--- config.mk ---
export PLATFORM = sky130hd
export DESIGN_NAME = bpu_next_pc
export DESIGN_NICKNAME = d
export VERILOG_FILES = /design/src/hw/bpu_pkg.sv /design/src/hw/bpu_next_pc.sv
export VERILOG_INCLUDE_DIRS = /design/src /design/src/hw
export SDC_FILE = /design/constraint.sdc
export NUM_CORES = 1
export LEC_CHECK = 0
export ABC_AREA = 0
export BUFFER_PORTS_ARGS = -buffer_cell sky130_fd_sc_hd__buf_2
export CORE_MARGIN = 5
export CORE_UTILIZATION = 54
export DETAILED_ROUTE_END_ITERATION = 6
export PLACE_DENSITY = 0.91
export SETUP_SLACK_MARGIN = 0.2
export SYNTH_ARGS = -nofsm -noshare
export SYNTH_HDL_FRONTEND = slang
export SYNTH_SLANG_ARGS = --single-unit
--- constraint.sdc ---
create_clock -name vclk -period 3.9
set_input_delay 0.39 -clock vclk [all_inputs]
set_output_delay 0.39 -clock vclk [all_outputs]
set_load 0.005 [all_outputs]
--- src/hw/bpu_settings.svh ---
`ifndef BPU_SETTINGS_SVH
`define BPU_SETTINGS_SVH

// datapath
`define XLEN          32
`define HIST_LEN      16            // global history bits

// direction predictor tables
`define BIM_ENTRIES   512
`define TAG_ENTRIES   256           // per tagged table
`define TAG_BITS      10
`define PTAG_BITS     6             // upper tag bits used for the match

// target prediction
`define BTB_ENTRIES   256
`define BTB_TAG_BITS  14
`define RAS_DEPTH     8

// rv32 control-flow opcodes
`define OP_BRANCH     7'b1100011
`define OP_JAL        7'b1101111
`define OP_JALR       7'b1100111

`endif

--- src/hw/bpu_pkg.sv ---
`include "bpu_settings.svh"

package bpu_pkg;

    // B-type view, also gives rs1 for return detection
    typedef struct packed {
        logic       imm12;
        logic [5:0] imm10_5;
        logic [4:0] rs2;
        logic [4:0] rs1;
        logic [2:0] funct3;
        logic [3:0] imm4_1;
        logic       imm11;
        logic [6:0] opcode;
    } b_fmt_t;

    // J-type view, rd sits at the same bits in I-type jalr
    typedef struct packed {
        logic       imm20;
        logic [9:0] imm10_1;
        logic       imm11;
        logic [7:0] imm19_12;
        logic [4:0] rd;
        logic [6:0] opcode;
    } j_fmt_t;

    typedef union packed {
        b_fmt_t b_fmt;
        j_fmt_t j_fmt;
    } inst_u;

    typedef enum logic [1:0] {
        PROV_BIM = 2'd0,
        PROV_T0  = 2'd1,
        PROV_T1  = 2'd2
    } provider_e;

    typedef logic [1:0] ctr2_t;

    function automatic logic is_branch(inst_u i);
        return i.b_fmt.opcode == `OP_BRANCH;
    endfunction

    function automatic logic is_jal(inst_u i);
        return i.j_fmt.opcode == `OP_JAL;
    endfunction

    function automatic logic is_jalr(inst_u i);
        return i.j_fmt.opcode == `OP_JALR;
    endfunction

    // link register written
    function automatic logic is_call(inst_u i);
        return (is_jal(i) || is_jalr(i)) && (i.j_fmt.rd != 5'd0);
    endfunction

    // jalr x0, 0(ra)
    function automatic logic is_ret(inst_u i);
        return is_jalr(i) && (i.j_fmt.rd == 5'd0) && (i.b_fmt.rs1 == 5'd1);
    endfunction

    function automatic logic [`XLEN-1:0] b_offset(inst_u i);
        return {{(`XLEN-13){i.b_fmt.imm12}}, i.b_fmt.imm12, i.b_fmt.imm11,
                i.b_fmt.imm10_5, i.b_fmt.imm4_1, 1'b0};
    endfunction

    function automatic logic [`XLEN-1:0] j_offset(inst_u i);
        return {{(`XLEN-21){i.j_fmt.imm20}}, i.j_fmt.imm20, i.j_fmt.imm19_12,
                i.j_fmt.imm11, i.j_fmt.imm10_1, 1'b0};
    endfunction

    // saturating step
    function automatic ctr2_t ctr_next(ctr2_t c, logic taken);
        if (taken) begin
            return (c == 2'b11) ? c : c + 2'b01;
        end
        return (c == 2'b00) ? c : c - 2'b01;
    endfunction

endpackage

--- src/hw/bpu_next_pc.sv ---
`include "bpu_settings.svh"

module bpu_next_pc
    import bpu_pkg::*;
(
    input  logic [`XLEN-1:0] pc_i,
    input  inst_u            inst_i,
    input  logic             dir_taken_i,
    input  logic             btb_hit_i,
    input  logic [`XLEN-1:0] btb_target_i,
    input  logic             ras_valid_i,
    input  logic [`XLEN-1:0] ras_target_i,
    output logic             branch_o,
    output logic             taken_o,
    output logic [`XLEN-1:0] next_pc_o
);

    logic             taken;
    logic [`XLEN-1:0] target;
    logic [`XLEN-1:0] seq_pc;

    assign seq_pc = pc_i + `XLEN'(4);

    assign branch_o = is_branch(inst_i) || is_jal(inst_i) || is_jalr(inst_i);

    always_comb begin
        taken  = 1'b0;
        target = btb_target_i;
        if (is_ret(inst_i)) begin
            // stack first, btb as fallback
            taken  = ras_valid_i || btb_hit_i;
            target = ras_valid_i ? ras_target_i : btb_target_i;
        end else if (is_jalr(inst_i)) begin
            taken = btb_hit_i;              // register target, btb only
        end else if (is_jal(inst_i)) begin
            taken = 1'b1;
            if (!btb_hit_i) begin
                target = pc_i + j_offset(inst_i);
            end
        end else if (is_branch(inst_i)) begin
            taken = dir_taken_i;
            if (!btb_hit_i) begin
                target = pc_i + b_offset(inst_i);
            end
        end
    end

    assign taken_o   = taken;
    assign next_pc_o = taken ? target : seq_pc;

    // no combinational path outside control-flow decode may redirect fetch
    always_comb begin
        taken_needs_branch: assert (!taken_o || branch_o)
            else $error("taken prediction on a non control-flow instruction");
    end

endmodule

==> summary.md <==
| Metric | Value |
|---|---|
| Status | finished, final reports clean |
| Layout cell share with drive strength beyond 1 | approximately 27% |
| Pwr/cell area | between 100 and 150 mW/mm² |
| Switching Power | 0.461 mW |
| Post-DP Area | 0.00588 mm² |
| Logic pwr share | 100.0% |
| RSZ-0062 raised after global routing | yes |
| Routed wire length | between 20 and 25 mm |
| Vias per inst | 6.85 |
| Largest area contributor in the netlist | ha_1 |
| Initial DRC count | between 800 and 900 |
| Commonest cells in the synthesized netlist | 74 x a21oi_1, 66 x nor2_1, 60 x nand2_1, 58 x o21ai_0, 44 x ha_1 |
| Die Y | between 100 and 150 µm |
| Lkg Pwr | ~2.6 nW |
| Core ar. | a little under 0.009 mm² |
| Detail Placement HPWL | between 15 and 20 mm |
| Seq cells | 0 |
| Startpoint class of the critical path | input port |
| Antenna Nets Post-Route | 0 |
| Ys Warns | 0 |
| Antenna cells | 0 |
| Area of the mapped netlist | approximately 0.0049 mm² |
| Antenna violations before repair | 0 |
| Largest net degree at the start of global routing | 28 |
| Clk pwr share | 0% |
| Starting Density | 55.9% |
| CP required | approximately 3.5 ns |
| Final setup fails | 0 |
| Worst setup EP type | primary output |
| WL/cell | ~21 µm |
| Peak supply drop | about 0.00009 V |
| Worst slew pin tran | ~0.84 ns |
| Top-count cell post-synth | a21oi_1 |
| Setup TNS | 0 ns |
| F_max | 0.278 GHz |
| Crit Path Max Fanout | 8 |
| Share of Yosys cell area claimed by the top area cell type | roughly 11% |
| Netlist cell types | 75 |
| Die W | roughly 110 µm |
| Sw Share | 58.6% |
| Std-Cell Rows | 34 |
| Final worst slack | 0.304 ns |
| First-pass GRT wire length | roughly 32 mm |
| Drt drc | 0 |
| Max_slew headroom | 43.8% |
| # placed instances | 996 |
| Final Hold Vio Count | 0 |
| Final nets | ~1,100 |
| Area delta synth->final | 22.6% |
| Setup WS pre-CTS | around 0.12 ns |
| Sequential element share of the synthesized area | 0% |
| Global placement routability congestion | ~1.0 |
| Vias in the first global route | ~6,200 |
| Max Slew Vio Count | 0 |
| Hold-fix buffers at CTS | 0 |
| Post-layout minimum cycle time | approximately 3.6 ns |
| Total grt overflow | 0 |
| Final worst-path cycle share | roughly 90% |
| # IOs | ~170 |
| Die ar. | around 0.011 mm² |
| Routed vias | between 6,000 and 7,000 |
| Crit path DAT | 3.21 ns |
| Gr usage total | 34.9% |
| Largest cells by area after synthesis | ha_1 11%, a21oi_1 7.5%, o21ai_0 5.9% |
| PortBufs | 165 |
| Post-route cell area | 0.00603 mm² |
| Critical path class | in2out |
| Total power | approximately 0.79 mW |
| First-pass detailed-route iteration total | 6 |
| Reg power frac | 0% |
| Cell count after synthesis | 746 |
| Clock buffer cells | 0 |
| Cell internal pwr | 0.325 mW |
| Post-Layout Cell Count | 1,000 |
| Storage element area | 0 µm² |
| Total of max-cap violations | 0 |
| Mapped Nets | 923 |
| Synth Area per Inst | 6.60 µm² |
| Worst Hold Class | in2out |
through the flow:
step	hold slack (ns)	utilization, %
2_1_floorplan	0.831	-
3_3_place_gp	1.10	66.8
3_5_place_dp	1.12	66.8
4_1_cts	1.12	66.9
5_1_grt	1.16	68.5
6_report	1.13	68.5
path summary, 6_finish.rpt:
kind                start             to  slack, ns  cells after the start
hold / removal    pc_i[0]   next_pc_o[0]       1.13                      4
setup / recovery  pc_i[2]  next_pc_o[29]       0.30                     13
timing repair:
action	CTS	global route
setup buffers	0	4
hold endpoints to repair	0	0
resized for setup	3	21
endpoints found under the setup margin	5	19
pin swaps	0	6
worst max-delay path, cell delays in order:
cell and delay (ns):
buf_2 0.17, inv_1 0.12, fa_2 0.41, nand2b_4 0.16, a211oi_4 0.31, o21bai_4 0.13, a211oi_2 0.23, o221ai_2 0.18
o41ai_2 0.40, xnor2_1 0.10, a221o_1 0.35, o221ai_1 0.09, buf_2 0.16
metal layers:
metal	vias up	routed length [µm]	GRT usage [%]
li1	3164	-	-
met1	3159	8850	51.6
met2	477	8850	53.6
met3	49	2700	5.13
met4	0	499	6.75
met5	-	0	0
power by group through the flow:
stage               logic (mW)  registers, mW  clock network, mW
finish                   0.786              0                  0
global route             0.851              0                  0
CTS                      0.735              0                  0
detailed placement       0.729              0                  0
floorplan                0.482              0                  0
global placement         0.720              0                  0
placed cells by master (no fill, tap or decap), types with 24 or more instances in the layout:
cell,count
o221ai_1,28
nand3_1,24
nand2_1,60
nor2_1,63
buf_4,29
xnor2_1,32
ha_1,42
xor2_1,28
buf_2,165
a21oi_1,73
o21ai_0,58
cell families after synthesis:
kind of cell / after synthesis / synth area share, %
mux: 27 / 5.75
buf+inv: 67 / 5.62
simple gates: 241 / 24.3
compound gates: 305 / 41.7
xor+xnor: 60 / 10.7
fa+ha+maj: 46 / 12.0
cell type report:
class | instances | area (µm²)
fill | 836 | 2770
timing repair buffer | 194 | 1040
inverter | 19 | 75.1
tap | 108 | 135
multi-input combinational | 679 | 4780
No activity file was read; power rests on OpenSTA's default activity.
