===== src/hw/bpu_settings.svh =====
`ifndef BPU_SETTINGS_SVH
`define BPU_SETTINGS_SVH

// datapath
`define XLEN          32
`define HIST_LEN      16            // global history bits

// direction predictor tables
`define BIM_ENTRIES   512
`define TAG_ENTRIES   256           // per tagged table
`define TAG_BITS      10
`define PTAG_BITS     6             // upper tag bits used for the match

// target prediction
`define BTB_ENTRIES   256
`define BTB_TAG_BITS  14
`define RAS_DEPTH     8

// rv32 control-flow opcodes
`define OP_BRANCH     7'b1100011
`define OP_JAL        7'b1101111
`define OP_JALR       7'b1100111

`endif


===== src/hw/bpu_pkg.sv =====
`include "bpu_settings.svh"

package bpu_pkg;

    // B-type view, also gives rs1 for return detection
    typedef struct packed {
        logic       imm12;
        logic [5:0] imm10_5;
        logic [4:0] rs2;
        logic [4:0] rs1;
        logic [2:0] funct3;
        logic [3:0] imm4_1;
        logic       imm11;
        logic [6:0] opcode;
    } b_fmt_t;

    // J-type view, rd sits at the same bits in I-type jalr
    typedef struct packed {
        logic       imm20;
        logic [9:0] imm10_1;
        logic       imm11;
        logic [7:0] imm19_12;
        logic [4:0] rd;
        logic [6:0] opcode;
    } j_fmt_t;

    typedef union packed {
        b_fmt_t b_fmt;
        j_fmt_t j_fmt;
    } inst_u;

    typedef enum logic [1:0] {
        PROV_BIM = 2'd0,
        PROV_T0  = 2'd1,
        PROV_T1  = 2'd2
    } provider_e;

    typedef logic [1:0] ctr2_t;

    function automatic logic is_branch(inst_u i);
        return i.b_fmt.opcode == `OP_BRANCH;
    endfunction

    function automatic logic is_jal(inst_u i);
        return i.j_fmt.opcode == `OP_JAL;
    endfunction

    function automatic logic is_jalr(inst_u i);
        return i.j_fmt.opcode == `OP_JALR;
    endfunction

    // link register written
    function automatic logic is_call(inst_u i);
        return (is_jal(i) || is_jalr(i)) && (i.j_fmt.rd != 5'd0);
    endfunction

    // jalr x0, 0(ra)
    function automatic logic is_ret(inst_u i);
        return is_jalr(i) && (i.j_fmt.rd == 5'd0) && (i.b_fmt.rs1 == 5'd1);
    endfunction

    function automatic logic [`XLEN-1:0] b_offset(inst_u i);
        return {{(`XLEN-13){i.b_fmt.imm12}}, i.b_fmt.imm12, i.b_fmt.imm11,
                i.b_fmt.imm10_5, i.b_fmt.imm4_1, 1'b0};
    endfunction

    function automatic logic [`XLEN-1:0] j_offset(inst_u i);
        return {{(`XLEN-21){i.j_fmt.imm20}}, i.j_fmt.imm20, i.j_fmt.imm19_12,
                i.j_fmt.imm11, i.j_fmt.imm10_1, 1'b0};
    endfunction

    // saturating step
    function automatic ctr2_t ctr_next(ctr2_t c, logic taken);
        if (taken) begin
            return (c == 2'b11) ? c : c + 2'b01;
        end
        return (c == 2'b00) ? c : c - 2'b01;
    endfunction

endpackage


===== src/hw/bpu_train_if.sv =====
`include "bpu_settings.svh"

// execute-stage resolution of one control-flow instruction
interface bpu_train_if;

    logic                 valid;      // one-cycle strobe, never stalled
    logic                 taken;      // actual outcome
    logic                 correct;    // fetch prediction matched
    logic [`XLEN-1:0]     pc;
    logic [`HIST_LEN-1:0] history;    // history seen at fetch
    logic [`XLEN-1:0]     target;     // resolved target
    logic [`XLEN-1:0]     inst;

    modport src (
        output valid, taken, correct, pc, history, target, inst
    );

    modport sink (
        input valid, taken, correct, pc, history, target, inst
    );

endinterface


===== src/hw/bpu_ras.sv =====
`include "bpu_settings.svh"

module bpu_ras
    import bpu_pkg::*;
(
    input  logic             clk,
    input  logic             rst,
    input  logic             flush_i,
    bpu_train_if.sink        trn,
    output logic             valid_o,
    output logic [`XLEN-1:0] top_o
);

    localparam int AW = $clog2(`RAS_DEPTH);

    logic [`XLEN-1:0] stack_q [`RAS_DEPTH];
    logic [AW:0]      ptr_q;                // number of live entries
    logic [AW-1:0]    top_idx;
    logic [AW-1:0]    wr_idx;
    logic             upd;
    logic             full;
    logic             push;
    logic             pop;

    assign upd  = trn.valid && !flush_i;
    assign full = ptr_q == (AW+1)'(`RAS_DEPTH);
    assign push = upd && is_call(trn.inst);
    assign pop  = upd && is_ret(trn.inst) && (ptr_q != '0);

    // on overflow restart at the bottom
    assign wr_idx  = full ? '0 : ptr_q[AW-1:0];
    assign top_idx = AW'(ptr_q - 1'b1);

    assign valid_o = ptr_q != '0;
    assign top_o   = stack_q[top_idx];

    always_ff @(posedge clk or posedge rst) begin
        if (rst) begin
            ptr_q <= '0;
        end else if (push) begin
            ptr_q <= full ? (AW+1)'(1) : ptr_q + 1'b1;
        end else if (pop) begin
            ptr_q <= ptr_q - 1'b1;
        end
    end

    always_ff @(posedge clk) begin
        if (push) begin
            stack_q[wr_idx] <= trn.pc + `XLEN'(4);  // return address
        end
    end

    ptr_in_range: assert property (@(posedge clk) disable iff (rst)
        ptr_q <= (AW+1)'(`RAS_DEPTH))
        else $error("RAS pointer past stack depth");

endmodule


===== src/flat_wrapper.sv =====
// flat-port wrapper written by rule: the top's interface ports become plain ports
module bpu_ras_flat import bpu_pkg::*;
  (clk, rst, flush_i, valid_o, top_o, trn_valid, trn_taken, trn_correct, trn_pc, trn_history, trn_target, trn_inst);
  bpu_train_if trn_i ();
  input  logic clk;
  input  logic rst;
  input  logic flush_i;
  output logic valid_o;
  output logic [`XLEN-1:0] top_o;
  input wire logic [$bits(trn_i.valid)-1:0] trn_valid;
  input wire logic [$bits(trn_i.taken)-1:0] trn_taken;
  input wire logic [$bits(trn_i.correct)-1:0] trn_correct;
  input wire logic [$bits(trn_i.pc)-1:0] trn_pc;
  input wire logic [$bits(trn_i.history)-1:0] trn_history;
  input wire logic [$bits(trn_i.target)-1:0] trn_target;
  input wire logic [$bits(trn_i.inst)-1:0] trn_inst;
  assign trn_i.valid = trn_valid;
  assign trn_i.taken = trn_taken;
  assign trn_i.correct = trn_correct;
  assign trn_i.pc = trn_pc;
  assign trn_i.history = trn_history;
  assign trn_i.target = trn_target;
  assign trn_i.inst = trn_inst;
  bpu_ras u_core (.clk(clk), .rst(rst), .flush_i(flush_i), .trn(trn_i), .valid_o(valid_o), .top_o(top_o));
endmodule

===== config.mk =====
export PLATFORM = sky130hd
export DESIGN_NAME = bpu_ras_flat
export DESIGN_NICKNAME = d
export VERILOG_FILES = /design/src/hw/bpu_pkg.sv /design/src/hw/bpu_train_if.sv /design/src/hw/bpu_ras.sv /design/src/flat_wrapper.sv
export VERILOG_INCLUDE_DIRS = /design/src /design/src/hw
export SDC_FILE = /design/constraint.sdc
export NUM_CORES = 1
export LEC_CHECK = 0
export ABC_AREA = 0
export ABC_CLOCK_PERIOD_IN_PS = 10800
export BUFFER_PORTS_ARGS = -buffer_cell sky130_fd_sc_hd__buf_2
export CAP_MARGIN = 20
export CORE_MARGIN = 2
export CORE_UTILIZATION = 40
export CTS_CLUSTER_DIAMETER = 40
export DETAILED_ROUTE_END_ITERATION = 8
export GPL_TIMING_DRIVEN = 0
export HOLD_SLACK_MARGIN = 0.02
export SETUP_SLACK_MARGIN = 0.5
export SLEW_MARGIN = 15
export SYNTH_ARGS = -nofsm -noshare
export SYNTH_HDL_FRONTEND = slang
export SYNTH_SLANG_ARGS = --single-unit

===== constraint.sdc =====
create_clock -name clk -period 10.8 [get_ports clk]
set_clock_uncertainty 0.05 [all_clocks]
set_input_delay 2.16 -clock clk [delete_from_list [all_inputs] [get_ports clk]]
set_output_delay 2.16 -clock clk [all_outputs]
set_load 0.02 [all_outputs]

==> flow_metrics.env <==
export IMPL_outcome="finished clean"
export IMPL_ctsLongestPathBuffers=3
export IMPL_firstDrtPassIters=5
export IMPL_worstPathRequired_ns=8.59
export IMPL_cts_setup_buffers=0
export IMPL_vias=5405
export IMPL_final_util_pct=49.2
export IMPL_wl_um=23000
export IMPL_avgViaCountPerCell=5.35
export IMPL_synth_edff_count=256
export IMPL_grt_use_total_pct=16.8
export IMPL_grt_overflow_total=0
export IMPL_slew_violations=0
export IMPL_avgSynthCellArea_um2=21.0
export IMPL_post_place_ws_ns=5.08
export IMPL_setup_slack_ns=4.56
export IMPL_cp_max_fo=10
export IMPL_cp_end_kind="primary output"
export IMPL_io_pin_count=151
export IMPL_synth_area_leader_cell="edfxtp_1"
export IMPL_cts_sinks=260
export IMPL_area_growth_pct=21.4
export IMPL_syn_area_um2=10500
export IMPL_period_needed_ns=6.24
export IMPL_clk_pin_slew_ns=0.05
export IMPL_drc=0
export IMPL_die_area_um2=27700
export IMPL_core_area_um2=26000
export IMPL_cts_resized=0
export IMPL_async_flop_share_pct=1.54
export IMPL_ys_seq_area_share_pct=73.9
export IMPL_max_slew_margin_rel_pct=42.9
export IMPL_nNetsFinal=778
export IMPL_tritoncts="built"
export IMPL_fmax_mhz=160
export IMPL_numCtsBuffers=34
export IMPL_crit_type="reg -> out"
export IMPL_ir_drop_mv=0.139
export IMPL_design_area_um2=12800
export IMPL_syn_num_nets=624
export IMPL_antenna_found_initial=0
export IMPL_detail_route_antenna_nets=0
export IMPL_cp_start_kind="flop"
export IMPL_dieWidth_um=166
export IMPL_setup_viol=0
export IMPL_syn_inst=502
export IMPL_p_leak_nw=4.35
export IMPL_clk_latency_ns=0.49
export IMPL_r2r_setup_slack_ns=7.21
export IMPL_maxCapViolCount=0
export IMPL_hold_path_class="reg -> reg"
export IMPL_placementRows=59
export IMPL_yosys_area_top_type_share_pct=73.0
export IMPL_wl_per_cell_um=22.8
export IMPL_ys_seq_elements=260
export IMPL_ys_warn_count=0
export IMPL_whs_ns=0.572
export IMPL_cts_hold_buf=0
export IMPL_grt_max_degree=21
export IMPL_htree_levels=2
export IMPL_die_h_um=166
export IMPL_worstMarginPinSlew_ns=0.856
export IMPL_grt_pass1_vias=5820
export IMPL_drt_iter0_markers=453
export IMPL_synth_top_cells_by_area="edfxtp_1, mux4_2, mux2_2, xnor2_1, dfrtp_1"
export IMPL_detailed_place_area_um2=11700
export IMPL_period_share_pct=57.8
export IMPL_diodes=0
export IMPL_start_util_pct=40.5
export IMPL_cts_root_buf="clkbuf_16"
export IMPL_hpwl_um=15600
export IMPL_grt_pass1_wl_um=35100
export IMPL_final_hold_viol_count=0
export IMPL_grt_setup_unrepaired="false"
export IMPL_place_congestion=0.784
export IMPL_final_cell_mix="edfxtp_1, buf_2, mux4_2, clkbuf_16, mux2_2"
export IMPL_port_buffers=85
export IMPL_layout_commonest_cell="edfxtp_1"
export IMPL_synth_ff_type="edfxtp_1"
export IMPL_cp_arrival_ns=4.03
export IMPL_yosysUniqueCellTypes=38
export IMPL_drive_gt1_share_pct=43.0
export IMPL_power_density_nw_per_um2=195
## synthesized netlist by cell type (all sizes together) (4+ instances only)
cell    count
nor3        8
inv         8
ha          4
mux4       64
nand2      17
clkbuf      4
and3        5
buf        15
mux2       33
nand4      10
nand3      14
edfxtp    256
xnor2      23
nor2        7
xor2        6
dfrtp       4
## sequential cells by signal, summed over array words and instances, names as in the netlist
name	flops
u_core.ptr_q	4
u_core.stack_q	256
## stage by stage
step	setup TNS, ns	total power [W]	std cells
after CTS	0	0.00252	1011
final	0	0.00250	1011
after global placement	-103.56	0.00146	922
after detailed placement	0	0.00147	955
after global routing	0	0.00258	1011
after floorplan	0	0.00136	502
## worst max-delay path: stages, from the launching register on
cell and delay (ns):
dfrtp_1 0.38, buf_2 0.26, buf_1 0.45, inv_1 0.18
ha_1 0.41, buf_2 0.32, clkbuf_1 0.65, mux4_2 0.42
mux2_2 0.30, buf_2 0.16
## routing by layer
metal  vias up  share of wire, %  track usage [%]
met1      2805                43             23.3
met2       168                50             28.2
met3        31               5.0             2.69
met4         0               1.6             4.20
li1       2401                 -                -
met5         -                 0                0
## power breakdown
| group | internal (W) | switching [W] | total (W) | leakage, nW |
|---|---|---|---|---|
| sequential | 0.00111 | 0.00000187 | 0.00111 | 2.35 |
| clock | 0.000660 | 0.000397 | 0.00106 | 0.526 |
| combinational | 0.000143 | 0.000185 | 0.000328 | 1.48 |
| total | 0.00192 | 0.000583 | 0.00250 | 4.35 |
## cell type report
class                      count  area [um2]
clock inverter                19         183
tap                          335         419
buffer                        19        86.3
timing repair buffer         118         712
multi-input combinational    215        2690
sequential                   260        7790
inverter                       8        30.0
fill                        2150       13200
clock buffer                  37         883
## path summary, 6_finish.rpt
kind	from	to	depth (start not counted)
setup reg to reg	u_core.ptr_q[0]	u_core.stack_q[1][16]	10
hold / removal	u_core.ptr_q[3]	u_core.ptr_q[3]	2
max in group asynchronous	rst	u_core.ptr_q[3]	2
hold reg to reg	u_core.ptr_q[3]	u_core.ptr_q[3]	2
setup / recovery	u_core.ptr_q[0]	top_o[23]	9
min in group asynchronous	rst	u_core.ptr_q[1]	2
## cell families after synthesis
logic type      count (synthesis)  synth area share, %
compound gates                 13                0.843
xor+xnor                       29                 2.41
fa+ha+maj                       4                0.475
buf+inv                        27                 1.10
flops                         260                 73.9
mux                            97                 17.2
simple gates                   72                 4.00
(Power assumes the default switching activity.)
